--- config.mk ---
export PLATFORM = sky130hd
export DESIGN_NAME = alu
export DESIGN_NICKNAME = d
export VERILOG_FILES = /design/src/common/cpu_pkg.sv /design/src/alu.sv
export SDC_FILE = /design/constraint.sdc
export NUM_CORES = 1
export LEC_CHECK = 0
export ABC_AREA = 1
export ABC_CLOCK_PERIOD_IN_PS = 4750
export BUFFER_PORTS_ARGS = -buffer_cell sky130_fd_sc_hd__buf_2
export CAP_MARGIN = 20
export CORE_UTILIZATION = 64
export DETAILED_ROUTE_END_ITERATION = 7
export PLACE_DENSITY = 0.88
export RECOVER_POWER = 25
export SETUP_SLACK_MARGIN = 0.05
export SLEW_MARGIN = 20
export SYNTH_ARGS = -nofsm -noshare
export SYNTH_HDL_FRONTEND = slang
export SYNTH_SLANG_ARGS = --single-unit
--- constraint.sdc ---
create_clock -name vclk -period 4.75
set_input_delay 0.2375 -clock vclk [all_inputs]
set_output_delay 0.2375 -clock vclk [all_outputs]
set_load 0.03 [all_outputs]
--- src/common/cpu_pkg.sv ---
// Shared definitions for the microcoded 8-bit CPU
// Instruction field positions, vector types, ALU, device and condition codes
package cpu_pkg;

    typedef logic [47:0] instr_t;    // One horizontal instruction word
    typedef logic [7:0]  byte_t;     // Data on any bus
    typedef logic [4:0]  alu_op_t;
    typedef logic [2:0]  adev_t;
    typedef logic [2:0]  bdev_t;
    typedef logic [3:0]  tdev_t;
    typedef logic [3:0]  cond_t;
    typedef logic [7:0]  flags_t;    // c z n o eq ne lt gt, carry in bit 0

    // Field positions inside instr_t
    localparam int IMMED_LSB      = 0;
    localparam int IMMED_MSB      = 7;
    localparam int DADDR_LSB      = 8;
    localparam int DADDR_MSB      = 23;
    localparam int AMODE_BIT      = 24;   // 1 = direct, 0 = via register B
    localparam int KEEP_FLAGS_BIT = 28;   // 1 = leave flags alone
    localparam int COND_LSB       = 29;
    localparam int COND_MSB       = 32;
    localparam int BDEV_LSB       = 33;
    localparam int BDEV_MSB       = 35;
    localparam int ADEV_LSB       = 36;
    localparam int ADEV_MSB       = 38;
    localparam int TDEV_LSB       = 39;
    localparam int TDEV_MSB       = 42;
    localparam int ALUOP_LSB      = 43;
    localparam int ALUOP_MSB      = 47;

    // Flag bit positions in flags_t
    localparam int FLAG_C  = 0;
    localparam int FLAG_Z  = 1;
    localparam int FLAG_N  = 2;
    localparam int FLAG_O  = 3;
    localparam int FLAG_EQ = 4;
    localparam int FLAG_NE = 5;
    localparam int FLAG_LT = 6;
    localparam int FLAG_GT = 7;

    // ALU operations, unlisted codes give zero
    localparam alu_op_t ALU_ZERO  = 5'd0;
    localparam alu_op_t ALU_A     = 5'd1;
    localparam alu_op_t ALU_B     = 5'd2;
    localparam alu_op_t ALU_ADD   = 5'd3;
    localparam alu_op_t ALU_SUB   = 5'd4;
    localparam alu_op_t ALU_AND   = 5'd5;
    localparam alu_op_t ALU_OR    = 5'd6;
    localparam alu_op_t ALU_XOR   = 5'd7;
    localparam alu_op_t ALU_INC_B = 5'd8;

    // Bus sources
    localparam adev_t ADEV_A     = 3'd0;
    localparam adev_t ADEV_B     = 3'd1;
    localparam adev_t ADEV_RAM   = 3'd2;
    localparam bdev_t BDEV_A     = 3'd0;
    localparam bdev_t BDEV_B     = 3'd1;
    localparam bdev_t BDEV_RAM   = 3'd2;
    localparam bdev_t BDEV_IMMED = 3'd3;

    // Targets, unlisted codes write nothing
    localparam tdev_t TDEV_NONE = 4'd0;
    localparam tdev_t TDEV_A    = 4'd1;
    localparam tdev_t TDEV_B    = 4'd2;
    localparam tdev_t TDEV_RAM  = 4'd3;
    localparam tdev_t TDEV_PC   = 4'd4;
    localparam tdev_t TDEV_OUT  = 4'd5;

    // Conditions, 9 to 15 never hold
    localparam cond_t COND_ALWAYS = 4'd0;
    localparam cond_t COND_CARRY  = 4'd1;
    localparam cond_t COND_ZERO   = 4'd2;
    localparam cond_t COND_NEG    = 4'd3;
    localparam cond_t COND_OVF    = 4'd4;
    localparam cond_t COND_EQ     = 4'd5;
    localparam cond_t COND_NE     = 4'd6;
    localparam cond_t COND_LT     = 4'd7;
    localparam cond_t COND_GT     = 4'd8;

endpackage
--- src/alu.sv ---
// 8-bit ALU
// Result with carry, zero, negative and overflow, plus unsigned compare flags
`timescale 1ns/1ps

module alu (
    input  cpu_pkg::alu_op_t alu_op,
    input  cpu_pkg::byte_t   a_bus,
    input  cpu_pkg::byte_t   b_bus,
    output cpu_pkg::byte_t   alu_result,
    output cpu_pkg::flags_t  alu_flags
);

    logic [8:0] sum9;
    logic [8:0] diff9;
    logic [8:0] inc9;
    logic       carry;
    logic       overflow;

    assign sum9  = {1'b0, a_bus} + {1'b0, b_bus};
    assign diff9 = {1'b0, a_bus} - {1'b0, b_bus};  // Bit 8 is the borrow
    assign inc9  = {1'b0, b_bus} + 9'd1;

    always_comb begin
        alu_result = '0;
        carry      = 1'b0;
        overflow   = 1'b0;
        case (alu_op)
            cpu_pkg::ALU_ZERO: alu_result = '0;
            cpu_pkg::ALU_A:    alu_result = a_bus;
            cpu_pkg::ALU_B:    alu_result = b_bus;
            cpu_pkg::ALU_ADD: begin
                alu_result = sum9[7:0];
                carry      = sum9[8];
                overflow   = (a_bus[7] == b_bus[7]) && (sum9[7] != a_bus[7]);  // Like signs
            end
            cpu_pkg::ALU_SUB: begin
                alu_result = diff9[7:0];
                carry      = diff9[8];
                overflow   = (a_bus[7] != b_bus[7]) && (diff9[7] != a_bus[7]);
            end
            cpu_pkg::ALU_AND:  alu_result = a_bus & b_bus;
            cpu_pkg::ALU_OR:   alu_result = a_bus | b_bus;
            cpu_pkg::ALU_XOR:  alu_result = a_bus ^ b_bus;
            cpu_pkg::ALU_INC_B: begin
                alu_result = inc9[7:0];
                carry      = inc9[8];
                overflow   = ~b_bus[7] & inc9[7];  // 0x7f to 0x80
            end
            default:           alu_result = '0;
        endcase
    end

    // Compare bits ignore the operation
    always_comb begin
        alu_flags                   = '0;
        alu_flags[cpu_pkg::FLAG_C]  = carry;
        alu_flags[cpu_pkg::FLAG_Z]  = (alu_result == 8'd0);
        alu_flags[cpu_pkg::FLAG_N]  = alu_result[7];
        alu_flags[cpu_pkg::FLAG_O]  = overflow;
        alu_flags[cpu_pkg::FLAG_EQ] = (a_bus == b_bus);
        alu_flags[cpu_pkg::FLAG_NE] = (a_bus != b_bus);
        alu_flags[cpu_pkg::FLAG_LT] = (a_bus < b_bus);   // Unsigned
        alu_flags[cpu_pkg::FLAG_GT] = (a_bus > b_bus);
    end

endmodule

==> qor.csv <==
metric,value,unit
grt_pass1_wl,7.73,mm
fin_crit,2.48,ns
p_leak,1.19,nW
ys_seq_area_frac,0,
seq_cell_count,0,
seq_area,0,um2
syn-instance-count,345,
rows,18,
path_delay_family,simple AND/OR/NAND/NOR gates,
fmax,404,MHz
antenna_found_initial,0,
rsz0062_at_grt,no,
synth_area,1800,um2
routed_wl,5.03,mm
critical_path_arrival,2.24,ns
dp_slack,2.31,ns
worst_pin_slew,0.623,ns
globalplace.congestion,0.939,
crit_buf_inv,5,
nFillCells,237,
hold_buffers,0,
cap_violations,0,
drtIter0Drc,138,
synth_top_area_frac,0.196,
crit_type,in -> out,
routed_via_density,5.55,
fp.coreArea,2570,um2
die_y,55.0,um
drive_gt1_frac,0.169,
portBuffers,37,
status,completed,
syn_nets,394,
clkbuf_count,0,
antenna_left,0,
hold_violations,0,
grt_use_total,0.344,
hold_class,in -> out,
final_common_cell,nand2_1,
grt_overflow_total,0,
power,0.000188,W
drv_slew,0,
via_count,2236,
drcViolationCount,0,
area_growth,8.91,%
yosysUniqueCellTypes,24,
finalSetupTns,0,ns
crit_chain,buf_2 > inv_1 > ha_1 > fa_1 > inv_1 > nand2_1 > nand2_1 > nand2_1 > inv_1 > nand2_1 > a21oi_1 > nor2_1 > nor2_1 > nand3_1 > nor2_1 > buf_2,
grt_max_degree,13,
initial_utilization,0.700,
hold_end,alu_flags[0],
grt_pass1_vias,1801,
post_cts_buffers,0,
synth_area_per_cell,5.21,um2
min_from,b_bus[7],
max_stage_delay,0.38,ns
dp.cells,403,
crit_path_start_kind,primary input,
fin_util,0.762,
layoutNonFillerInstCount,403,
synth_top_area_cell,nand2_1,
synthTopCellsByArea,"nand2_1 (20%), ha_1 (18%), nand3_1 (14%)",
die_x,55.0,um
diodes,0,
io_pins,37,
first_pass_iters,4,
crit_top_cell,nand2_1,
cp.depth,16,
setup_viol,0,
hold_path_depth,4,
layout.nets,424,
cts_resized,0,
fin_crit_sh,0.521,
yosys_warnings,0,
required,4.51,ns
layout_setup_ws,2.27,ns
power_density,96.2,nW/um2
mostFrequentLayoutCells,"nand2_1 (94), inv_1 (56), nand3_1 (50), nor2_1 (35), buf_2 (33)",
dieArea,3020,um2
vdd_drop_max,0.0800,mV
wire_per_inst,12.5,um
cp-end-kind,output port,
cp_slowest_cell,fa_1,
dp_hpwl,4.00,mm
maxSlewHeadroom,0.583,
crit_fanout,3,
-- worst max-delay path by stage --
| stage | from | to | slack (ns) |
|---|---|---|---|
| global placement | a_bus[0] | alu_flags[1] | 2.30 |
| detailed placement | a_bus[0] | alu_flags[1] | 2.31 |
| CTS | a_bus[0] | alu_flags[1] | 2.30 |
| floorplan | b_bus[5] | alu_flags[7] | 2.34 |
| global route | b_bus[2] | alu_flags[1] | 2.06 |
| finish | a_bus[0] | alu_flags[1] | 2.27 |
-- power by group --
group | leakage, nW | internal [W] | switching, W
clock | 0 | 0 | 0
sequential | 0 | 0 | 0
combinational | 1.19 | 0.0000572 | 0.000131
-- metrics by stage --
| step | cell area [um2] | hold slack (ns) |
|---|---|---|
| after floorplan | 1800 | 0.767 |
| after global placement | 1960 | 0.923 |
| after detailed placement | 1960 | 0.928 |
| after CTS | 1960 | 0.928 |
| after global routing | 1960 | 0.954 |
| final | 1960 | 0.926 |
-- kinds of logic after synthesis --
kind of cell,synth area share
buffers and inverters,0.178
adders and majority gates,0.203
and+or+nand+nor,0.544
AOI/OAI and AO/OA,0.0745
-- area by class of cell --
cell class	count	area (um2)	area share
Multi-Input combinational cell	266	1480	0.754
Timing Repair Buffer	37	180	0.0921
Inverter	70	263	0.134
Tap cell	30	37.5	0.0192
-- layer usage --
layer,part of all wire,wire length [um],track usage
met1,0.43,2140,0.466
met2,0.43,2140,0.582
met3,0.12,614,0.0191
met4,0.026,133,0.100
met5,0,0,0
-- tightest hold or removal path: cells and delay by family --
family	cells	cell delay, ns
buffers and inverters	2	0.29
and+or+nand+nor	2	0.15
-- synthesized netlist by cell type (2+ instances only) --
cell type	number
inv_2	12
fa_1	2
buf_2	4
inv_1	56
nand3_1	50
a21oi_1	11
o211ai_1	3
nor2_4	4
nor2_1	35
o21ai_0	5
o21ai_1	3
or2_2	3
ha_1	26
nand2_1	94
buf_4	5
nor2_2	8
nand4_1	16
clkinv_1	2
(Power assumes the default switching activity.)
