`src/common/cpu_pkg.sv`:
```
// Shared definitions for the microcoded 8-bit CPU
// Instruction field positions, vector types, ALU, device and condition codes
package cpu_pkg;

    typedef logic [47:0] instr_t;    // One horizontal instruction word
    typedef logic [7:0]  byte_t;     // Data on any bus
    typedef logic [4:0]  alu_op_t;
    typedef logic [2:0]  adev_t;
    typedef logic [2:0]  bdev_t;
    typedef logic [3:0]  tdev_t;
    typedef logic [3:0]  cond_t;
    typedef logic [7:0]  flags_t;    // c z n o eq ne lt gt, carry in bit 0

    // Field positions inside instr_t
    localparam int IMMED_LSB      = 0;
    localparam int IMMED_MSB      = 7;
    localparam int DADDR_LSB      = 8;
    localparam int DADDR_MSB      = 23;
    localparam int AMODE_BIT      = 24;   // 1 = direct, 0 = via register B
    localparam int KEEP_FLAGS_BIT = 28;   // 1 = leave flags alone
    localparam int COND_LSB       = 29;
    localparam int COND_MSB       = 32;
    localparam int BDEV_LSB       = 33;
    localparam int BDEV_MSB       = 35;
    localparam int ADEV_LSB       = 36;
    localparam int ADEV_MSB       = 38;
    localparam int TDEV_LSB       = 39;
    localparam int TDEV_MSB       = 42;
    localparam int ALUOP_LSB      = 43;
    localparam int ALUOP_MSB      = 47;

    // Flag bit positions in flags_t
    localparam int FLAG_C  = 0;
    localparam int FLAG_Z  = 1;
    localparam int FLAG_N  = 2;
    localparam int FLAG_O  = 3;
    localparam int FLAG_EQ = 4;
    localparam int FLAG_NE = 5;
    localparam int FLAG_LT = 6;
    localparam int FLAG_GT = 7;

    // ALU operations, unlisted codes give zero
    localparam alu_op_t ALU_ZERO  = 5'd0;
    localparam alu_op_t ALU_A     = 5'd1;
    localparam alu_op_t ALU_B     = 5'd2;
    localparam alu_op_t ALU_ADD   = 5'd3;
    localparam alu_op_t ALU_SUB   = 5'd4;
    localparam alu_op_t ALU_AND   = 5'd5;
    localparam alu_op_t ALU_OR    = 5'd6;
    localparam alu_op_t ALU_XOR   = 5'd7;
    localparam alu_op_t ALU_INC_B = 5'd8;

    // Bus sources
    localparam adev_t ADEV_A     = 3'd0;
    localparam adev_t ADEV_B     = 3'd1;
    localparam adev_t ADEV_RAM   = 3'd2;
    localparam bdev_t BDEV_A     = 3'd0;
    localparam bdev_t BDEV_B     = 3'd1;
    localparam bdev_t BDEV_RAM   = 3'd2;
    localparam bdev_t BDEV_IMMED = 3'd3;

    // Targets, unlisted codes write nothing
    localparam tdev_t TDEV_NONE = 4'd0;
    localparam tdev_t TDEV_A    = 4'd1;
    localparam tdev_t TDEV_B    = 4'd2;
    localparam tdev_t TDEV_RAM  = 4'd3;
    localparam tdev_t TDEV_PC   = 4'd4;
    localparam tdev_t TDEV_OUT  = 4'd5;

    // Conditions, 9 to 15 never hold
    localparam cond_t COND_ALWAYS = 4'd0;
    localparam cond_t COND_CARRY  = 4'd1;
    localparam cond_t COND_ZERO   = 4'd2;
    localparam cond_t COND_NEG    = 4'd3;
    localparam cond_t COND_OVF    = 4'd4;
    localparam cond_t COND_EQ     = 4'd5;
    localparam cond_t COND_NE     = 4'd6;
    localparam cond_t COND_LT     = 4'd7;
    localparam cond_t COND_GT     = 4'd8;

endpackage
```
`src/data_path.sv`:
```
// Register file, RAM, flag register and bus source multiplexers
// Also holds the registered output port strobe and data
`timescale 1ns/1ps

module data_path #(
    parameter int RAM_ADDR_WIDTH = 8
) (
    input  logic                      clk,
    input  logic                      reset,
    input  cpu_pkg::adev_t            adev,
    input  cpu_pkg::bdev_t            bdev,
    input  cpu_pkg::byte_t            immed,
    input  logic [RAM_ADDR_WIDTH-1:0] ram_addr,
    input  cpu_pkg::byte_t            alu_result,
    input  cpu_pkg::flags_t           alu_flags,
    input  logic                      we_a,
    input  logic                      we_b,
    input  logic                      we_ram,
    input  logic                      update_flags,
    input  logic                      emit_out,
    output cpu_pkg::byte_t            a_bus,
    output cpu_pkg::byte_t            b_bus,
    output cpu_pkg::byte_t            reg_b,
    output cpu_pkg::flags_t           flags,
    output logic                      out_valid,
    output cpu_pkg::byte_t            out_data
);

    localparam int RAM_DEPTH = 2 ** RAM_ADDR_WIDTH;

    cpu_pkg::byte_t reg_a;
    cpu_pkg::byte_t ram [RAM_DEPTH];
    cpu_pkg::byte_t ram_rdata;

    assign ram_rdata = ram[ram_addr];  // Asynchronous read

    // A bus source
    always_comb begin
        case (adev)
            cpu_pkg::ADEV_A:   a_bus = reg_a;
            cpu_pkg::ADEV_B:   a_bus = reg_b;
            cpu_pkg::ADEV_RAM: a_bus = ram_rdata;
            default:           a_bus = '0;  // Unused devices read zero
        endcase
    end

    // B bus source
    always_comb begin
        case (bdev)
            cpu_pkg::BDEV_A:     b_bus = reg_a;
            cpu_pkg::BDEV_B:     b_bus = reg_b;
            cpu_pkg::BDEV_RAM:   b_bus = ram_rdata;
            cpu_pkg::BDEV_IMMED: b_bus = immed;
            default:             b_bus = '0;
        endcase
    end

    // Registers, flags and strobe
    always_ff @(posedge clk) begin
        if (reset) begin
            reg_a     <= '0;
            reg_b     <= '0;
            flags     <= '0;
            out_valid <= 1'b0;
        end else begin
            if (we_a) begin
                reg_a <= alu_result;
            end
            if (we_b) begin
                reg_b <= alu_result;
            end
            if (update_flags) begin
                flags <= alu_flags;  // Seen by the next instruction
            end
            out_valid <= emit_out;   // One cycle per output instruction
        end
    end

    // RAM write and output byte
    always_ff @(posedge clk) begin
        if (we_ram) begin
            ram[ram_addr] <= alu_result;
        end
        if (emit_out) begin
            out_data <= alu_result;  // Held until the next emit
        end
    end

endmodule

```
`config.mk`:
```
export PLATFORM = sky130hd
export DESIGN_NAME = data_path
export DESIGN_NICKNAME = d
export VERILOG_FILES = /design/src/common/cpu_pkg.sv /design/src/data_path.sv
export SDC_FILE = /design/constraint.sdc
export NUM_CORES = 2
export LEC_CHECK = 0
export ABC_CLOCK_PERIOD_IN_PS = 2900
export BUFFER_PORTS_ARGS = -buffer_cell sky130_fd_sc_hd__buf_2
export CORE_ASPECT_RATIO = 0.7
export CORE_MARGIN = 1
export CORE_UTILIZATION = 30
export DETAILED_ROUTE_END_ITERATION = 7
export GPL_TIMING_DRIVEN = 0
export SYNTH_ARGS = -nofsm -noshare
export SYNTH_HDL_FRONTEND = slang
export SYNTH_SLANG_ARGS = --single-unit
```
`constraint.sdc`:
```
create_clock -name clk -period 2.9 [get_ports clk]
set_input_delay 0.145 -clock clk [delete_from_list [all_inputs] [get_ports clk]]
set_output_delay 0.145 -clock clk [all_outputs]
set_load 0.05 [all_outputs]
```
==> metrics.txt <==
Die Area 268000 um2; failing checks setup timing; Max Clock Freq between 0.2 and 0.3 GHz; CP Buf/Inv Count 2; Top delay family on crit path compound AO/OA/AOI/OAI gates; CP Cell Sequence mux4_2 > a22oi_2 > a21oi_4 > o41ai_4 > buf_4 > nand4_1 > a21o_1 > buf_6; Crit Path Class flop to primary output; top cells by count, synth edfxtp_1, mux4_2, a22oi_1, nor2_1, clkbuf_1; drt first pass iters 6; total routed wirelength 235000 um; CP Capture Type primary output; HP Start emit_out; post-route minimum period roughly 4 ns; Post-synth EDFFs 2056; Critical Path Max Stage Delay about 0.53 ns; number of global-route vias before repair 40900; Synth Register Bits 2081; Core Util, Final 0.356; Initial DRC Count 6012; type of origin of the critical path flop; Mapped Area around 80000 um2; Hold Crit Class primary input to flop; fin cells 7713; row count 158; asr flop ratio synth 0; CTS Buf Count 200; routed vias 41800; Tcrit/Tclk final 1.34; RSZ-0062 raised after global routing yes; Synth top area share 0.773; Sink Count approximately 2100; count leader, synth edfxtp_1; syn_area_per_cell 21.6 um2; multi-input logic area 18800 um2; antenna violations before repair 11; Rel. slew slack 0.0796; peak supply drop 0.000545 V; slowest CP cell mux4_2; Synth Net Count roughly 3700; Hold Slack 0.192 ns; Seq/Total Area, Yosys 0.779; Core Box Area 265000 um2; LEAKAGE roughly 28 nW; grt total ovfl 0; chip height 434 um; Post-DRT Antenna Nets 0; setup ws final -0.999 ns; area grow syn2layout 18.0%; post-synth cell types 30; Die Span X 619 um; Mapped Cells roughly 3700; GP Congestion approximately 0.94; Total Nets Final approximately 4000; starting density of the core 0.302; register area 62200 um2; Clock Latency Late Sink 0.85 ns; # fillers 24100; Max Slew Vio Count 0; Slew @ Worst Pin about 1.4 ns; first-pass GRT wire length 325000 um; reg2reg start flags[7]; CP Launch Point ram[142][5]; hpwl dp ~150000 um; dpl cells roughly 7300; Routed wire per std cell 30.5 um; post-synth top area cell edfxtp_1; clk root buf clkbuf_16; status complete, but fails checks; largest net degree at the start of global routing 158; IO Count 86; Area contributors post-synth edfxtp_1, mux4_2, a22oi_1, nor2_1, a21oi_1; crit-path max FO 2; skew final 0 ns; final setup fails 168; H-tree depth 4; Data required, critical path approximately 2.8 ns; Yosys warnings 0; Bufs on Longest Clock Path 4; Fin. Hold Viols 0; PortBufs 74; Clock transition at path regs 0.07 ns; crit path DAT ~3.8 ns; ratio of cells with drive above 1 in the final layout 0.341; overall routing resource usage 0.172; # DRC 0; TritonCTS clock tree yes; pwr dens 660 nW/um2; Max-Cap Viols 0; Primary FF master, synth edfxtp_1; vias per cell 5.41
cell type report:
class	count	share of cell area
Sequential cell	2081	0.660
Multi-Input combinational cell	1360	0.199
Clock buffer	236	0.0547
Tap cell	3520	0.0467
Buffer	243	0.0153
Timing Repair Buffer	134	0.0131
Clock inverter	124	0.0101
Inverter	9	0.000358
Antenna cell	6	0.000159
per-stage QoR:
step / worst slack (ns) / TNS (ns) / power [mW] / instance area [um2]
final: -0.999 / -17.01 / 62.2 / 94300
after global routing: -1.01 / -13.71 / 63.5 / 94300
after CTS: -0.887 / -11.92 / 62.3 / 93700
after detailed placement: -2.97 / -4553.93 / 37.2 / 85000
after global placement: -3.29 / -8289.76 / 37.2 / 84600
after floorplan: 0.140 / 0 / 35.5 / 79900
worst paths after layout:
path / endpoint / slack (ns) / cells past startpoint
max: b_bus[5] / -1.0 / 8
min: out_data[7] / 0.19 / 2
max reg2reg: flags[7] / 1.19 / 4
min reg2reg: reg_a[5] / 0.53 / 2
timing repair:
action | CTS | global route
buffers inserted | 17 | 4
resized for setup | 610 | 119
pin swaps | 45 | 21
endpoints found under the setup margin | 2048 | 975
cloned | 0 | 0
endpoints found under the hold margin | 913 | 0
hold buffers | 29 | 0
power by group:
group	internal [mW]	switching, mW
Sequential	33.1	0.0336
Combinational	1.18	2.62
Clock	13.9	11.4
Total	48.2	14.1
cell families (layout without fill, tap and decap cells):
kind of cell	after synthesis	after routing	synth area share
other	0	6	0
AO/OA/AOI/OAI	448	448	0.0387
multiplexers	552	552	0.149
flip-flops	2081	2081	0.779
buffers and inverters	253	746	0.0140
AND/OR/NAND/NOR	360	360	0.0186
layer usage:
layer / vias up / wire (um) / track usage
met5: - / 0 / 0
met4: 0 / 11000 / 0.0725
met2: 2419 / 97300 / 0.236
li1: 16400 / - / -
met3: 433 / 29800 / 0.0614
met1: 22600 / 97400 / 0.246
flip-flops by register name, summed over array words and instances, names as in the netlist:
signal     cells
ram         2048
flags          8
out_data       8
reg_a          8
reg_b          8
out_valid      1
cell usage in the layout, fill, tap and decap left out, drive strengths merged, types with 13 or more instances in the layout:
| cell | count |
|---|---|
| mux4 | 512 |
| nand2 | 29 |
| buf | 188 |
| nor3 | 30 |
| clkinv | 98 |
| a21oi | 128 |
| dlygate4sd3 | 29 |
| nand3 | 13 |
| clkbuf | 393 |
| a22oi | 256 |
| dfxtp | 25 |
| edfxtp | 2056 |
| bufinv | 13 |
| nor2 | 256 |
| mux2i | 40 |
| o41ai | 32 |
| inv | 14 |
(Power assumes the default switching activity.)
