[config.mk]
export PLATFORM = sky130hd
export DESIGN_NAME = program_counter
export DESIGN_NICKNAME = d
export VERILOG_FILES = /design/src/common/cpu_pkg.sv /design/src/program_counter.sv
export SDC_FILE = /design/constraint.sdc
export NUM_CORES = 1
export LEC_CHECK = 0
export BUFFER_PORTS_ARGS = -buffer_cell sky130_fd_sc_hd__buf_4
export CORE_MARGIN = 4
export CORE_UTILIZATION = 25
export DETAILED_ROUTE_END_ITERATION = 12
export GPL_TIMING_DRIVEN = 0
export PLACE_DENSITY = 0.59
export RECOVER_POWER = 25
export SLEW_MARGIN = 10
export SYNTH_ARGS = -nofsm -noshare
export SYNTH_HDL_FRONTEND = slang
export SYNTH_SLANG_ARGS = --single-unit
export TNS_END_PERCENT = 10
[constraint.sdc]
create_clock -name clk -period 1.8 [get_ports clk]
set_input_delay 0.09 -clock clk [delete_from_list [all_inputs] [get_ports clk]]
set_output_delay 0.09 -clock clk [all_outputs]
set_load 0.005 [all_outputs]
[src/common/cpu_pkg.sv]
// Shared definitions for the microcoded 8-bit CPU
// Instruction field positions, vector types, ALU, device and condition codes
package cpu_pkg;

    typedef logic [47:0] instr_t;    // One horizontal instruction word
    typedef logic [7:0]  byte_t;     // Data on any bus
    typedef logic [4:0]  alu_op_t;
    typedef logic [2:0]  adev_t;
    typedef logic [2:0]  bdev_t;
    typedef logic [3:0]  tdev_t;
    typedef logic [3:0]  cond_t;
    typedef logic [7:0]  flags_t;    // c z n o eq ne lt gt, carry in bit 0

    // Field positions inside instr_t
    localparam int IMMED_LSB      = 0;
    localparam int IMMED_MSB      = 7;
    localparam int DADDR_LSB      = 8;
    localparam int DADDR_MSB      = 23;
    localparam int AMODE_BIT      = 24;   // 1 = direct, 0 = via register B
    localparam int KEEP_FLAGS_BIT = 28;   // 1 = leave flags alone
    localparam int COND_LSB       = 29;
    localparam int COND_MSB       = 32;
    localparam int BDEV_LSB       = 33;
    localparam int BDEV_MSB       = 35;
    localparam int ADEV_LSB       = 36;
    localparam int ADEV_MSB       = 38;
    localparam int TDEV_LSB       = 39;
    localparam int TDEV_MSB       = 42;
    localparam int ALUOP_LSB      = 43;
    localparam int ALUOP_MSB      = 47;

    // Flag bit positions in flags_t
    localparam int FLAG_C  = 0;
    localparam int FLAG_Z  = 1;
    localparam int FLAG_N  = 2;
    localparam int FLAG_O  = 3;
    localparam int FLAG_EQ = 4;
    localparam int FLAG_NE = 5;
    localparam int FLAG_LT = 6;
    localparam int FLAG_GT = 7;

    // ALU operations, unlisted codes give zero
    localparam alu_op_t ALU_ZERO  = 5'd0;
    localparam alu_op_t ALU_A     = 5'd1;
    localparam alu_op_t ALU_B     = 5'd2;
    localparam alu_op_t ALU_ADD   = 5'd3;
    localparam alu_op_t ALU_SUB   = 5'd4;
    localparam alu_op_t ALU_AND   = 5'd5;
    localparam alu_op_t ALU_OR    = 5'd6;
    localparam alu_op_t ALU_XOR   = 5'd7;
    localparam alu_op_t ALU_INC_B = 5'd8;

    // Bus sources
    localparam adev_t ADEV_A     = 3'd0;
    localparam adev_t ADEV_B     = 3'd1;
    localparam adev_t ADEV_RAM   = 3'd2;
    localparam bdev_t BDEV_A     = 3'd0;
    localparam bdev_t BDEV_B     = 3'd1;
    localparam bdev_t BDEV_RAM   = 3'd2;
    localparam bdev_t BDEV_IMMED = 3'd3;

    // Targets, unlisted codes write nothing
    localparam tdev_t TDEV_NONE = 4'd0;
    localparam tdev_t TDEV_A    = 4'd1;
    localparam tdev_t TDEV_B    = 4'd2;
    localparam tdev_t TDEV_RAM  = 4'd3;
    localparam tdev_t TDEV_PC   = 4'd4;
    localparam tdev_t TDEV_OUT  = 4'd5;

    // Conditions, 9 to 15 never hold
    localparam cond_t COND_ALWAYS = 4'd0;
    localparam cond_t COND_CARRY  = 4'd1;
    localparam cond_t COND_ZERO   = 4'd2;
    localparam cond_t COND_NEG    = 4'd3;
    localparam cond_t COND_OVF    = 4'd4;
    localparam cond_t COND_EQ     = 4'd5;
    localparam cond_t COND_NE     = 4'd6;
    localparam cond_t COND_LT     = 4'd7;
    localparam cond_t COND_GT     = 4'd8;

endpackage
[src/program_counter.sv]
// Program counter register
// Steps by one each cycle or loads the ALU result on a jump
`timescale 1ns/1ps

module program_counter #(
    parameter int PC_WIDTH = 8
) (
    input  logic                clk,
    input  logic                reset,
    input  logic                load_pc,      // Jump taken this cycle
    input  cpu_pkg::byte_t      alu_result,   // Jump target
    output logic [PC_WIDTH-1:0] pc
);

    logic [PC_WIDTH-1:0] jump_target;
    logic [PC_WIDTH-1:0] pc_next;

    // Byte target sized to the counter
    assign jump_target = PC_WIDTH'(alu_result);

    always_comb begin
        if (load_pc) begin
            pc_next = jump_target;
        end else begin
            pc_next = pc + PC_WIDTH'(1);  // Wraps at the top of program memory
        end
    end

    always_ff @(posedge clk) begin
        if (reset) begin
            pc <= '0;  // Fetch starts at word 0
        end else begin
            pc <= pc_next;
        end
    end

endmodule

==> impl_metrics.xml <==
<?xml version="1.0" encoding="UTF-8"?>
<metrics>
  <group name="placement">
    <metric name="hpwl" unit="µm">694</metric>
    <metric name="numPortBuffers" unit="">17</metric>
    <metric name="gp_routability_congestion" unit="">0.7041</metric>
  </group>
  <group name="yosys">
    <metric name="yosys.area_share.adder" unit="">0.03367</metric>
    <metric name="synth_enable_flop_cells" unit="">0</metric>
    <metric name="async_reset_ff_frac" unit="">0</metric>
    <metric name="yosys-mux-area-fraction" unit="">0.02694</metric>
    <metric name="synth_area" unit="µm²">371.6</metric>
    <metric name="netlist_instances" unit="">44</metric>
    <metric name="synth_seq_cells" unit="">8</metric>
    <metric name="synth_top_flop_cell" unit="">sky130_fd_sc_hd__dfxtp_1</metric>
    <metric name="synthesis.yosys.warnings" unit="">0</metric>
    <metric name="post_synth_xor_xnor_area" unit="">0.07071</metric>
    <metric name="synthesis.nets" unit="">56</metric>
    <metric name="yosys-top-cells-count" unit="">sky130_fd_sc_hd__dfxtp_1, sky130_fd_sc_hd__nor2_1, sky130_fd_sc_hd__nand2_1</metric>
    <metric name="post-synth-top-area-cell" unit="">sky130_fd_sc_hd__dfxtp_1</metric>
    <metric name="simple_gate_share_of_the_synthesized_area" unit="">0.2290</metric>
    <metric name="yosysTopAreaCellShare" unit="">0.4310</metric>
    <metric name="compound_gate_fraction_of_synth_area" unit="">0.1785</metric>
    <metric name="synth.yosys.seq_area_share" unit="">0.4310</metric>
    <metric name="netlist_top_cells_area" unit="">sky130_fd_sc_hd__dfxtp_1, sky130_fd_sc_hd__nor2_1, sky130_fd_sc_hd__a311oi_1</metric>
    <metric name="synth.distinct_cells" unit="">16</metric>
    <metric name="main_combinational_cell_family_by_area_after_synthesis" unit="">simple AND/OR/NAND/NOR gates</metric>
    <metric name="avgSynthCellArea" unit="µm²">8.446</metric>
  </group>
  <group name="sta">
    <metric name="max_clock_freq" unit="MHz">711.7</metric>
    <metric name="period_needed" unit="ps">1405</metric>
    <metric name="fin_tns_setup" unit="ps">0</metric>
    <metric name="count_of_pins_over_their_slew_limit" unit="">0</metric>
    <metric name="setup_viol" unit="">0</metric>
    <metric name="max_slew.worst_pin.slew" unit="ps">387.3</metric>
    <metric name="hold_violations" unit="">0</metric>
    <metric name="final_min_period_over_clock_period" unit="">0.7806</metric>
    <metric name="slew_headroom" unit="">0.7418</metric>
    <metric name="skew" unit="ps">1.338</metric>
    <metric name="grt_setup_unrepaired" unit="">no</metric>
  </group>
  <group name="global_route">
    <metric name="grt_pass1_vias" unit="">344</metric>
    <metric name="grt_first_pass_wirelength" unit="µm">1421</metric>
    <metric name="grt_max_degree" unit="">11</metric>
    <metric name="leftover_overflow_at_the_end_of_global_routing" unit="">0</metric>
    <metric name="grtUsageTotal" unit="">0.09660</metric>
    <metric name="initial_antenna_violation_count" unit="">0</metric>
  </group>
  <group name="drt">
    <metric name="drtPass1Iterations" unit="">3</metric>
    <metric name="routed_via_density" unit="">4.734</metric>
    <metric name="detail_route.drc_violations" unit="">0</metric>
    <metric name="routed_wl" unit="µm">868</metric>
    <metric name="dr_total_vias" unit="">374</metric>
    <metric name="dr.first_iter.drc_count" unit="">1</metric>
    <metric name="detail-route-antenna-nets" unit="">0</metric>
    <metric name="routedWlPerCell" unit="µm">10.99</metric>
  </group>
  <group name="status">
    <metric name="status" unit="">finished, final reports clean</metric>
  </group>
  <group name="final_layout">
    <metric name="layout.nets" unit="">78</metric>
    <metric name="drive_gt1_frac" unit="">0.3281</metric>
    <metric name="layout.area.seq" unit="µm²">160.2</metric>
    <metric name="antennaDiodeCount" unit="">0</metric>
    <metric name="area_added_between_synthesis_and_finish" unit="%">45.45</metric>
    <metric name="num-fill-cells" unit="">147</metric>
    <metric name="multi_input_area" unit="µm²">200.2</metric>
    <metric name="top_regs" unit="">pc (8)</metric>
    <metric name="max_flop_register" unit="">pc</metric>
    <metric name="largest_reg_flops" unit="">8</metric>
    <metric name="utilization" unit="">0.4004</metric>
  </group>
  <group name="die">
    <metric name="row_count" unit="">13</metric>
    <metric name="coreArea" unit="µm²">1350</metric>
    <metric name="start_util" unit="">0.2753</metric>
    <metric name="chip_height" unit="µm">46.56</metric>
    <metric name="design.die.area" unit="µm²">2167</metric>
    <metric name="io_pins" unit="">19</metric>
    <metric name="die_w" unit="µm">46.56</metric>
  </group>
  <group name="min_path">
    <metric name="min_path_cells" unit="">3</metric>
    <metric name="worstHoldPathType" unit="">primary input to register</metric>
    <metric name="hold_path_startpoint" unit="">alu_result[0]</metric>
    <metric name="holdPathEnd" unit="">pc[0]$_SDFF_PP0_</metric>
  </group>
  <group name="critical_path">
    <metric name="timing.rr.end" unit="">pc[6]$_SDFF_PP0_</metric>
    <metric name="worstSetupStartpointType" unit="">register</metric>
    <metric name="critical_path.endpoint_type" unit="">register</metric>
    <metric name="timing.rr.start" unit="">pc[0]$_SDFF_PP0_</metric>
    <metric name="ff2ff_setup_slack" unit="ps">390</metric>
    <metric name="crit_type" unit="">register to register</metric>
    <metric name="crit_path_max_fanout" unit="">4</metric>
    <metric name="r2r_cells" unit="">4</metric>
    <metric name="wp_data_required" unit="ps">1970</metric>
    <metric name="cp_data_arrival_time" unit="ps">1570</metric>
  </group>
  <group name="clock_network">
    <metric name="cts_post_setup_buffers_inserted" unit="">0</metric>
    <metric name="cts.path.max_buffers" unit="">2</metric>
    <metric name="post_cts_resized" unit="">0</metric>
    <metric name="clkSlewWorstSetupHoldPaths" unit="ps">50</metric>
    <metric name="worst_skew_pair.late_latency" unit="ps">260</metric>
    <metric name="cts_buffers" unit="">3</metric>
    <metric name="tritoncts_num_sinks" unit="">8</metric>
    <metric name="ctsHoldBuffers" unit="">0</metric>
    <metric name="clock_tree_root_buffer_cell" unit="">sky130_fd_sc_hd__clkbuf_4</metric>
    <metric name="htree_levels" unit="">1</metric>
    <metric name="tritoncts" unit="">yes</metric>
  </group>
  <group name="power">
    <metric name="cellLeakagePower" unit="µW">0.0002337</metric>
    <metric name="power.ir.vdd_worst" unit="µV">289.9</metric>
    <metric name="power_per_cell_area" unit="nW/µm²">760.2</metric>
  </group>
  <group name="flow_run">
    <metric name="maxCapViolations" unit="">0</metric>
  </group>
</metrics>
[how the worst max path moves through the flow]
| stage | from | to | cells after the start | slack [ps] |
|---|---|---|---|---|
| floorplan | pc[0]$_SDFF_PP0_ | pc[6]$_SDFF_PP0_ | 4 | 470 |
| detailed placement | pc[0]$_SDFF_PP0_ | pc[6]$_SDFF_PP0_ | 4 | 390 |
| global route | pc[0]$_SDFF_PP0_ | pc[6]$_SDFF_PP0_ | 4 | 280 |
| global placement | pc[0]$_SDFF_PP0_ | pc[6]$_SDFF_PP0_ | 4 | 410 |
| CTS | pc[0]$_SDFF_PP0_ | pc[6]$_SDFF_PP0_ | 4 | 370 |
| finish | pc[0]$_SDFF_PP0_ | pc[6]$_SDFF_PP0_ | 4 | 390 |
[layout by cell type (no fill, tap or decap)]
cell,instances
sky130_fd_sc_hd__a311oi_1,3
sky130_fd_sc_hd__nor2_1,8
sky130_fd_sc_hd__nand2_1,4
sky130_fd_sc_hd__nand3_2,1
sky130_fd_sc_hd__clkbuf_1,2
sky130_fd_sc_hd__mux2i_1,1
sky130_fd_sc_hd__or3_1,3
sky130_fd_sc_hd__o21ai_0,3
sky130_fd_sc_hd__a21oi_1,2
sky130_fd_sc_hd__clkbuf_4,6
sky130_fd_sc_hd__ha_1,1
sky130_fd_sc_hd__buf_4,14
sky130_fd_sc_hd__nand4_1,1
sky130_fd_sc_hd__xor2_1,3
sky130_fd_sc_hd__a211oi_1,2
sky130_fd_sc_hd__nand3_1,1
sky130_fd_sc_hd__dfxtp_1,8
sky130_fd_sc_hd__inv_1,1
[stage by stage]
step | hold WS, ps | instances | setup slack, ps | cell area (µm²) | power (µW)
after floorplan | 226.0 | 44 | 469.3 | 371.6 | 234.9
after global placement | 322.8 | 76 | 408.3 | 518.0 | 276.9
after detailed placement | 327.7 | 76 | 386.6 | 518.0 | 278.1
after CTS | 64.89 | 79 | 373.1 | 540.5 | 418.8
after global routing | 57.83 | 79 | 281.9 | 540.5 | 440.8
final | 64.94 | 79 | 394.9 | 540.5 | 410.9
[cell type report]
class / instances / area share
buffer: 2 / 0.01389
clock buffer: 3 / 0.04167
inverter: 1 / 0.006944
multi-input combinational: 33 / 0.3704
sequential: 8 / 0.2963
tap: 15 / 0.03472
timing repair buffer: 17 / 0.2361
[critical path, stage by stage (launching register included)]
cell                       delay (ps)
sky130_fd_sc_hd__dfxtp_1          390
sky130_fd_sc_hd__ha_1             200
sky130_fd_sc_hd__nand3_1          120
sky130_fd_sc_hd__or3_1            360
sky130_fd_sc_hd__a311oi_1         250
[power breakdown]
part / internal [µW] / switching (µW) / leakage, µW / total (µW)
combinational: 40.8 / 26.6 / 0.000153 / 67.3
clock: 76.4 / 62.2 / 0.0000138 / 139
sequential: 191 / 14.5 / 0.0000665 / 205
total: 308 / 103 / 0.000234 / 411
[cell families (layout without fill, tap and decap cells)]
kind of cell	after synthesis	count (layout)
xor gates and xnor gates	3	3
AOI/OAI and AO/OA	10	10
adders and majority gates	1	1
and+or+nand+nor	18	18
DFF	8	8
buffers and inverters	3	23
muxes	1	1
[per-layer routing]
| metal | up-vias | GRT usage | share of wire |
|---|---|---|---|
| met2 | 15 | 0.1456 | 0.42 |
| met1 | 160 | 0.1111 | 0.46 |
| met5 | - | 0 | 0 |
| met3 | 2 | 0.05859 | 0.099 |
| li1 | 197 | - | - |
| met4 | 0 | 0.03409 | 0.016 |
No activity file was read; power rests on OpenSTA's default activity.
