===== config.mk =====
export PLATFORM = sky130hd
export DESIGN_NAME = controller
export DESIGN_NICKNAME = d
export VERILOG_FILES = /design/src/common/cpu_pkg.sv /design/src/controller/controller.sv
export SDC_FILE = /design/constraint.sdc
export NUM_CORES = 1
export LEC_CHECK = 0
export BUFFER_PORTS_ARGS = -buffer_cell sky130_fd_sc_hd__buf_2
export CORE_ASPECT_RATIO = 0.8
export CORE_MARGIN = 5
export CORE_UTILIZATION = 21
export DETAILED_ROUTE_END_ITERATION = 10
export PLACE_DENSITY = 0.82
export SYNTH_ARGS = -nofsm -noshare
export SYNTH_HDL_FRONTEND = slang
export SYNTH_SLANG_ARGS = --single-unit

===== constraint.sdc =====
create_clock -name vclk -period 1.3
set_input_delay 0.26 -clock vclk [all_inputs]
set_output_delay 0.26 -clock vclk [all_outputs]
set_load 0.01 [all_outputs]

===== src/common/cpu_pkg.sv =====
// Shared definitions for the microcoded 8-bit CPU
// Instruction field positions, vector types, ALU, device and condition codes
package cpu_pkg;

    typedef logic [47:0] instr_t;    // One horizontal instruction word
    typedef logic [7:0]  byte_t;     // Data on any bus
    typedef logic [4:0]  alu_op_t;
    typedef logic [2:0]  adev_t;
    typedef logic [2:0]  bdev_t;
    typedef logic [3:0]  tdev_t;
    typedef logic [3:0]  cond_t;
    typedef logic [7:0]  flags_t;    // c z n o eq ne lt gt, carry in bit 0

    // Field positions inside instr_t
    localparam int IMMED_LSB      = 0;
    localparam int IMMED_MSB      = 7;
    localparam int DADDR_LSB      = 8;
    localparam int DADDR_MSB      = 23;
    localparam int AMODE_BIT      = 24;   // 1 = direct, 0 = via register B
    localparam int KEEP_FLAGS_BIT = 28;   // 1 = leave flags alone
    localparam int COND_LSB       = 29;
    localparam int COND_MSB       = 32;
    localparam int BDEV_LSB       = 33;
    localparam int BDEV_MSB       = 35;
    localparam int ADEV_LSB       = 36;
    localparam int ADEV_MSB       = 38;
    localparam int TDEV_LSB       = 39;
    localparam int TDEV_MSB       = 42;
    localparam int ALUOP_LSB      = 43;
    localparam int ALUOP_MSB      = 47;

    // Flag bit positions in flags_t
    localparam int FLAG_C  = 0;
    localparam int FLAG_Z  = 1;
    localparam int FLAG_N  = 2;
    localparam int FLAG_O  = 3;
    localparam int FLAG_EQ = 4;
    localparam int FLAG_NE = 5;
    localparam int FLAG_LT = 6;
    localparam int FLAG_GT = 7;

    // ALU operations, unlisted codes give zero
    localparam alu_op_t ALU_ZERO  = 5'd0;
    localparam alu_op_t ALU_A     = 5'd1;
    localparam alu_op_t ALU_B     = 5'd2;
    localparam alu_op_t ALU_ADD   = 5'd3;
    localparam alu_op_t ALU_SUB   = 5'd4;
    localparam alu_op_t ALU_AND   = 5'd5;
    localparam alu_op_t ALU_OR    = 5'd6;
    localparam alu_op_t ALU_XOR   = 5'd7;
    localparam alu_op_t ALU_INC_B = 5'd8;

    // Bus sources
    localparam adev_t ADEV_A     = 3'd0;
    localparam adev_t ADEV_B     = 3'd1;
    localparam adev_t ADEV_RAM   = 3'd2;
    localparam bdev_t BDEV_A     = 3'd0;
    localparam bdev_t BDEV_B     = 3'd1;
    localparam bdev_t BDEV_RAM   = 3'd2;
    localparam bdev_t BDEV_IMMED = 3'd3;

    // Targets, unlisted codes write nothing
    localparam tdev_t TDEV_NONE = 4'd0;
    localparam tdev_t TDEV_A    = 4'd1;
    localparam tdev_t TDEV_B    = 4'd2;
    localparam tdev_t TDEV_RAM  = 4'd3;
    localparam tdev_t TDEV_PC   = 4'd4;
    localparam tdev_t TDEV_OUT  = 4'd5;

    // Conditions, 9 to 15 never hold
    localparam cond_t COND_ALWAYS = 4'd0;
    localparam cond_t COND_CARRY  = 4'd1;
    localparam cond_t COND_ZERO   = 4'd2;
    localparam cond_t COND_NEG    = 4'd3;
    localparam cond_t COND_OVF    = 4'd4;
    localparam cond_t COND_EQ     = 4'd5;
    localparam cond_t COND_NE     = 4'd6;
    localparam cond_t COND_LT     = 4'd7;
    localparam cond_t COND_GT     = 4'd8;

endpackage

===== src/controller/controller.sv =====
// Horizontal instruction decoder
// Field split, 16-way condition select, gated target enables and RAM addressing
`timescale 1ns/1ps

module controller #(
    parameter int RAM_ADDR_WIDTH = 8
) (
    input  cpu_pkg::instr_t           instruction,
    input  cpu_pkg::flags_t           flags,      // Flags from earlier instructions
    input  cpu_pkg::byte_t            reg_b,      // Register address source
    input  logic                      reset,
    output cpu_pkg::alu_op_t          alu_op,
    output cpu_pkg::adev_t            adev,
    output cpu_pkg::bdev_t            bdev,
    output cpu_pkg::byte_t            immed,
    output logic [RAM_ADDR_WIDTH-1:0] ram_addr,
    output logic                      we_a,
    output logic                      we_b,
    output logic                      we_ram,
    output logic                      load_pc,
    output logic                      emit_out,
    output logic                      update_flags
);

    logic [15:0]    direct_addr;
    logic           amode_direct;
    logic           keep_flags;
    cpu_pkg::cond_t condition;
    cpu_pkg::tdev_t target;
    logic           cond_true;
    logic           do_exec;
    logic [4:0]     tsel;         // a, b, ram, pc, out

    // Instruction decompose
    assign immed        = instruction[cpu_pkg::IMMED_MSB:cpu_pkg::IMMED_LSB];
    assign direct_addr  = instruction[cpu_pkg::DADDR_MSB:cpu_pkg::DADDR_LSB];
    assign amode_direct = instruction[cpu_pkg::AMODE_BIT];
    assign keep_flags   = instruction[cpu_pkg::KEEP_FLAGS_BIT];
    assign condition    = instruction[cpu_pkg::COND_MSB:cpu_pkg::COND_LSB];
    assign bdev         = instruction[cpu_pkg::BDEV_MSB:cpu_pkg::BDEV_LSB];
    assign adev         = instruction[cpu_pkg::ADEV_MSB:cpu_pkg::ADEV_LSB];
    assign target       = instruction[cpu_pkg::TDEV_MSB:cpu_pkg::TDEV_LSB];
    assign alu_op       = instruction[cpu_pkg::ALUOP_MSB:cpu_pkg::ALUOP_LSB];

    // Condition multiplexer over the stored flags
    always_comb begin
        case (condition)
            cpu_pkg::COND_ALWAYS: cond_true = 1'b1;
            cpu_pkg::COND_CARRY:  cond_true = flags[cpu_pkg::FLAG_C];
            cpu_pkg::COND_ZERO:   cond_true = flags[cpu_pkg::FLAG_Z];
            cpu_pkg::COND_NEG:    cond_true = flags[cpu_pkg::FLAG_N];
            cpu_pkg::COND_OVF:    cond_true = flags[cpu_pkg::FLAG_O];
            cpu_pkg::COND_EQ:     cond_true = flags[cpu_pkg::FLAG_EQ];
            cpu_pkg::COND_NE:     cond_true = flags[cpu_pkg::FLAG_NE];
            cpu_pkg::COND_LT:     cond_true = flags[cpu_pkg::FLAG_LT];
            cpu_pkg::COND_GT:     cond_true = flags[cpu_pkg::FLAG_GT];
            default:              cond_true = 1'b0;  // Codes 9..15 never run
        endcase
    end

    // Nothing executes while reset is held
    assign do_exec = cond_true & ~reset;

    // Target decode to one-hot
    always_comb begin
        tsel = '0;
        case (target)
            cpu_pkg::TDEV_NONE: tsel = 5'b00000;
            cpu_pkg::TDEV_A:    tsel = 5'b00001;
            cpu_pkg::TDEV_B:    tsel = 5'b00010;
            cpu_pkg::TDEV_RAM:  tsel = 5'b00100;
            cpu_pkg::TDEV_PC:   tsel = 5'b01000;  // Jump
            cpu_pkg::TDEV_OUT:  tsel = 5'b10000;
            default:            tsel = 5'b00000;  // Spare targets are no-ops
        endcase
    end

    assign we_a     = do_exec & tsel[0];
    assign we_b     = do_exec & tsel[1];
    assign we_ram   = do_exec & tsel[2];
    assign load_pc  = do_exec & tsel[3];
    assign emit_out = do_exec & tsel[4];

    // Flags only move on an executed instruction without keep-flags
    assign update_flags = do_exec & ~keep_flags;

    // Direct address is cut down to the RAM size
    assign ram_addr = amode_direct ? RAM_ADDR_WIDTH'(direct_addr)
                                   : RAM_ADDR_WIDTH'(reg_b);

endmodule


==> reports/metrics.yaml, run 1 <==
status:
  status: "finished with violations"
  violations: "negative setup slack"
synthesis:
  ys_warn_count: 0
  synth_area_leader_cell: "buf_4"
  synth_commonest_cells: "19 x buf_4, 6 x mux2_1, 6 x nor4_1, 3 x mux2i_1"
  synth_area_um2: 409
  ys_seq_area_frac: 0
  synthTopCellsByArea: "buf_4 35%, mux2_1 17%, nor4_1 9.2%"
  synth.top_cell.area_share: 0.349
  synth.most_common_cell: "buf_4"
  synthesis.nets: 116
  netlist_instances: 51
  synth_cell_type_count: 19
  syn_avg_cell_area_um2: 8.02
timing:
  min_period_ps: 1680
  fmax_mhz: 596
  hold_violations: 0
  setup_viol: 6
  rsz0062_at_grt: "yes"
  worst_pin_slew_ps: 162
  finalMaxSlewViolations: 0
  post-route-worst-setup-slack_ps: -378
  fin_crit_sh: 1.29
  slew_headroom: 0.889
  holdWs_ps: 520
drt:
  drcViolationCount: 0
  drtIter0Drc: 7
  num_vias: 512
  wl_per_cell_um: 13.7
  first_pass_iters: 2
  finalWirelength_um: 1550
  ant_nets: 0
  viasPerCell: 4.53
die:
  start_util: 0.218
  num_rows: 14
  dieArea_um2: 2940
  ios: 98
  die_w_um: 59.4
  die_y_um: 49.5
  core_um2: 1870
global_routing:
  grt.overflow.total: 0
  track_usage: 0.103
  grt_start_max_net_pins: 9
  grt_pass1_vias: 576
  grt_pass1_wl_um: 2520
  antenna_found_initial: 0
placed_design:
  port_buffers: 49
  finalWeightedCongestion: 0.730
  dp_hpwl_um: 1310
  dp.cells: 111
final_layout:
  synthToLayoutAreaGrowth_pct: 93.9
  regArea_um2: 0
  nFlopsAndLatches: 0
  antenna_cells: 0
  n_clock_buffer: 0
  layout-drive-gt1-share: 0.787
  stdcell_count: 113
  fin_nets: 156
power:
  p_total_w: 0.000246
  irDropWorstVdd_mv: 0.143
  leakagePower_nw: 0.373
  power-per-cell-area_nw_per_um2: 310
min_path:
  min_path_type: "in2out"
  whs_path_depth: 0
  holdCritStartpoint: "instruction[46]"
  whs_endpoint: "alu_op[3]"
flow_run:
  maxCapViolations: 0
clocking:
  hold_buffers: 0
worst_setup_path:
  crit_fanout: 5
  crit_required_ps: 1040
  cp-end-kind: "primary output"
  crit_path_start_kind: "primary input"
  arrival_ps: 1420
  critPathKind: "in2out"
[layout make-up]
type                            count  area [um2]
Fill cell                         188        1080
Timing Repair Buffer               58         389
Tap cell                           24        30.0
Multi-Input combinational cell     31         374
[worst max path at each step]
stage | slack (ps) | start | end
after floorplan | -110 | instruction[31] | emit_out
after global placement | -350 | instruction[31] | we_b
after detailed placement | -390 | instruction[31] | we_a
after CTS | -380 | instruction[32] | we_b
after global routing | -440 | instruction[32] | we_b
final | -380 | instruction[30] | load_pc
[worst max-delay path: stages]
cell and delay, ps:
buf_8 100, nor2b_4 110, a221o_2 430, buf_12 160, nor4_4 180, buf_2 170
[kinds of logic after synthesis]
family          count (synthesis)  share of synthesized area
compound gates                  3                     0.0703
buf+inv                        20                      0.358
mux                            11                      0.294
simple gates                   17                      0.278
[cell usage in the layout, fill, tap and decap left out]
| cell | synthesis | routed |
|---|---|---|
| buf_2 | 0 | 46 |
| o21a_1 | 1 | 1 |
| nand3_1 | 1 | 1 |
| nor2b_4 | 0 | 1 |
| buf_12 | 0 | 4 |
| mux2_2 | 2 | 2 |
| nor2_1 | 1 | 1 |
| nand2b_1 | 1 | 1 |
| mux2i_1 | 3 | 3 |
| mux2_1 | 6 | 6 |
| or4bb_1 | 1 | 1 |
| buf_6 | 0 | 1 |
| nand3b_1 | 2 | 2 |
| or2b_1 | 1 | 1 |
| or2_1 | 1 | 1 |
| nor4_4 | 0 | 6 |
| buf_8 | 0 | 2 |
| nor3_1 | 1 | 1 |
| or4b_4 | 0 | 1 |
| o221a_4 | 0 | 1 |
| a221o_2 | 0 | 1 |
| buf_4 | 19 | 5 |
[through the flow]
step,cell area [um2],utilization,TNS (ps),worst slack (ps)
after detailed placement,732,0.391,-2250,-394
after global routing,793,0.423,-2450,-441
after global placement,732,0.391,-2090,-355
after CTS,793,0.423,-2130,-378
after floorplan,513,-,-639,-108
final,793,0.423,-2110,-378
[per-layer routing]
| layer | GRT usage | vias to the layer above | wire length (um) |
|---|---|---|---|
| li1 | - | 250 | - |
| met1 | 0.107 | 232 | 501 |
| met2 | 0.211 | 26 | 851 |
| met3 | 0.0183 | 4 | 176 |
| met4 | 0.0113 | 0 | 17 |
| met5 | 0 | - | 0 |
[where the power goes]
group / switching, W / internal [W]
logic: 0.000106 / 0.000140
clock network: 0 / 0
registers: 0 / 0
total: 0.000106 / 0.000140
[timing repair]
item | 4_1_cts | 5_1_grt
gates cloned | 0 | 0
endpoints found under the setup margin | 6 | 6
hold endpoints to repair | 0 | 0
gates resized for setup | 9 | 0
pin swaps | 9 | 2
buffers inserted | 2 | 0
Note: power is estimated with default switching activity, not from simulation.
==> inputs of run 2 (changes only) <==
==> constraint.sdc (replaced) <==
create_clock -name vclk -period 1.3
set_input_delay 0.26 -clock vclk [all_inputs]
set_output_delay 0.26 -clock vclk [all_outputs]
set_load 0.005 [all_outputs]
==> run 2 against run 1 <==
  * The run still ends with negative setup slack left
  * Die area unchanged
  * Total power decreased by 24%
  * Routed wire length decreased by 12%
  * Critical endpoint is now we_a
==> reports/metrics.yaml, run 2 (synthesis results as in run 1) <==
placed_design:
  dp_hpwl_um: 1220  # was 1310 um
  dp.cells: 107  # was 111
  port_buffers: 49  # unchanged
  finalWeightedCongestion: 0.676  # was 0.730
power:
  irDropWorstVdd_mv: 0.130  # was 0.143 mV
  leakagePower_nw: 0.328  # was 0.373 nW
  p_total_w: 0.000187  # was 0.000246 W
  power-per-cell-area_nw_per_um2: 279  # was 310 nW/um2
final_layout:
  nFlopsAndLatches: 0  # unchanged
  layout_commonest_cell: "buf_2"  # unchanged
  layout-drive-gt1-share: 0.783  # was 0.787
  fin_nets: 150  # was 156
  final_cell_mix: "46 x buf_2, 6 x mux2_1, 5 x nor4_2"  # was 46 x buf_2, 6 x mux2_1, 6 x nor4_4
  postLayoutCoreUtil: 0.358  # was 0.423
  antenna_cells: 0  # unchanged
  stdcell_count: 107  # was 113
  fillers: 194  # was 188
  synthToLayoutAreaGrowth_pct: 63.9  # was 93.9%
  n_clock_buffer: 0  # unchanged
  multiInputGateArea_um2: 338  # was 374 um2
  regArea_um2: 0  # unchanged
worst_setup_path:
  critPathSlowestCell: "o221a_4"  # was a221o_2
  path_cells: "buf_8 > or2_1 > o221a_4 > buf_12 > nor4_2 > buf_2"  # was buf_8 > nor2b_4 > a221o_2 > buf_12 > nor4_4 > buf_2
  max_stage_delay_ps: 290  # was 430 ps
  crit_family: "simple AND/OR/NAND/NOR gates"  # was buffers and inverters
  critPathKind: "in2out"  # unchanged
  path_buf_inv: 3  # unchanged
  cp-end-kind: "primary output"  # unchanged
  crit_path_start_kind: "primary input"  # unchanged
  crit_required_ps: 1040  # about the same
  arrival_ps: 1370  # was 1420 ps
  crit_fanout: 5  # unchanged
drt:
  num_vias: 495  # was 512
  drtIter0Drc: 5  # was 7
  finalWirelength_um: 1360  # was 1550 um
  drcViolationCount: 0  # unchanged
  viasPerCell: 4.63  # was 4.53
  wl_per_cell_um: 12.7  # was 13.7 um
  first_pass_iters: 2  # unchanged
  ant_nets: 0  # unchanged
timing:
  slew_headroom: 0.761  # was 0.889
  finalMaxSlewViolations: 0  # unchanged
  fin_crit_sh: 1.25  # was 1.29
  min_period_ps: 1630  # was 1680 ps
  post-route-worst-setup-slack_ps: -327  # was -378 ps
  worst_pin_slew_ps: 358  # was 162 ps
  hold_violations: 0  # unchanged
  rsz0062_at_grt: "yes"  # unchanged
  setup-tns-final_ps: -1740  # was -2110 ps
  fmax_mhz: 615  # was 596 MHz
  setup_viol: 6  # unchanged
global_routing:
  antenna_found_initial: 0  # unchanged
  grt.overflow.total: 0  # unchanged
  grt_pass1_vias: 432  # was 576
  grt_start_max_net_pins: 9  # unchanged
  grt_pass1_wl_um: 1790  # was 2520 um
  track_usage: 0.0746  # was 0.103
status:
  status: "finished with violations"  # unchanged
  violations: "negative setup slack"  # unchanged
min_path:
  whs_endpoint: "adev[0]"  # was alu_op[3]
  whs_path_depth: 0  # unchanged
  holdCritStartpoint: "instruction[36]"  # was instruction[46]
  min_path_type: "in2out"  # unchanged
clocking:
  hold_buffers: 0  # unchanged
  post_cts.repair.setup_buffers: 0  # was 2
die:
  die_w_um: 59.4  # unchanged
  die_y_um: 49.5  # unchanged
  ios: 98  # unchanged
  num_rows: 14  # unchanged
  start_util: 0.218  # unchanged
  dieArea_um2: 2940  # unchanged
  core_um2: 1870  # unchanged
flow_run:
  maxCapViolations: 0  # unchanged
-- run 2: cell types whose count changed in the layout (fill, tap and decap cells not counted), sizes merged --
cell / before / now
buf: 58 / 52
-- run 2: area by class of cell --
| type | count | area share |
|---|---|---|
| multi-input cells | 31 | 0.504 |
| repair buffers | 52 | 0.451 |
| well taps | 24 | 0.0448 |
-- run 2: how the worst max path moves through the flow --
stage,endpoint,slack [ps],cells past startpoint,from
floorplan,load_pc,-30,2,instruction[40]
global placement,update_flags,-280,5,instruction[31]
detailed placement,we_ram,-340,5,instruction[30]
CTS,we_ram,-310,5,instruction[31]
global route,emit_out,-360,5,instruction[31]
finish,we_a,-330,6,instruction[31]
-- run 2: stage by stage --
stage                     area, um2  hold slack [ps]  worst slack (ps)
after floorplan                 469              543             -30.3
after global placement          633              520              -279
after CTS                       667              520              -315
after detailed placement        633              520              -344
after global routing            671              520              -356
final                           671              520              -327
-- run 2: repair_timing --
action	in CTS	in global routing
gates resized for setup	6	1
pin swaps	2	2
endpoints found under the setup margin	6	6
-- run 2: metal layers --
metal | global-route usage | wire [um] | up-vias
li1 | - | - | 237
met1 | 0.0730 | 427 | 220
met2 | 0.156 | 672 | 32
met3 | 0.0157 | 242 | 6
met4 | 0.00755 | 13 | 0
met5 | 0 | 0 | -
-- run 2: power breakdown --
part | internal, W | switching, W | leakage, nW
clock network | 0 | 0 | 0
registers | 0 | 0 | 0
logic | 0.000111 | 0.0000756 | 0.328
total | 0.000111 | 0.0000756 | 0.328
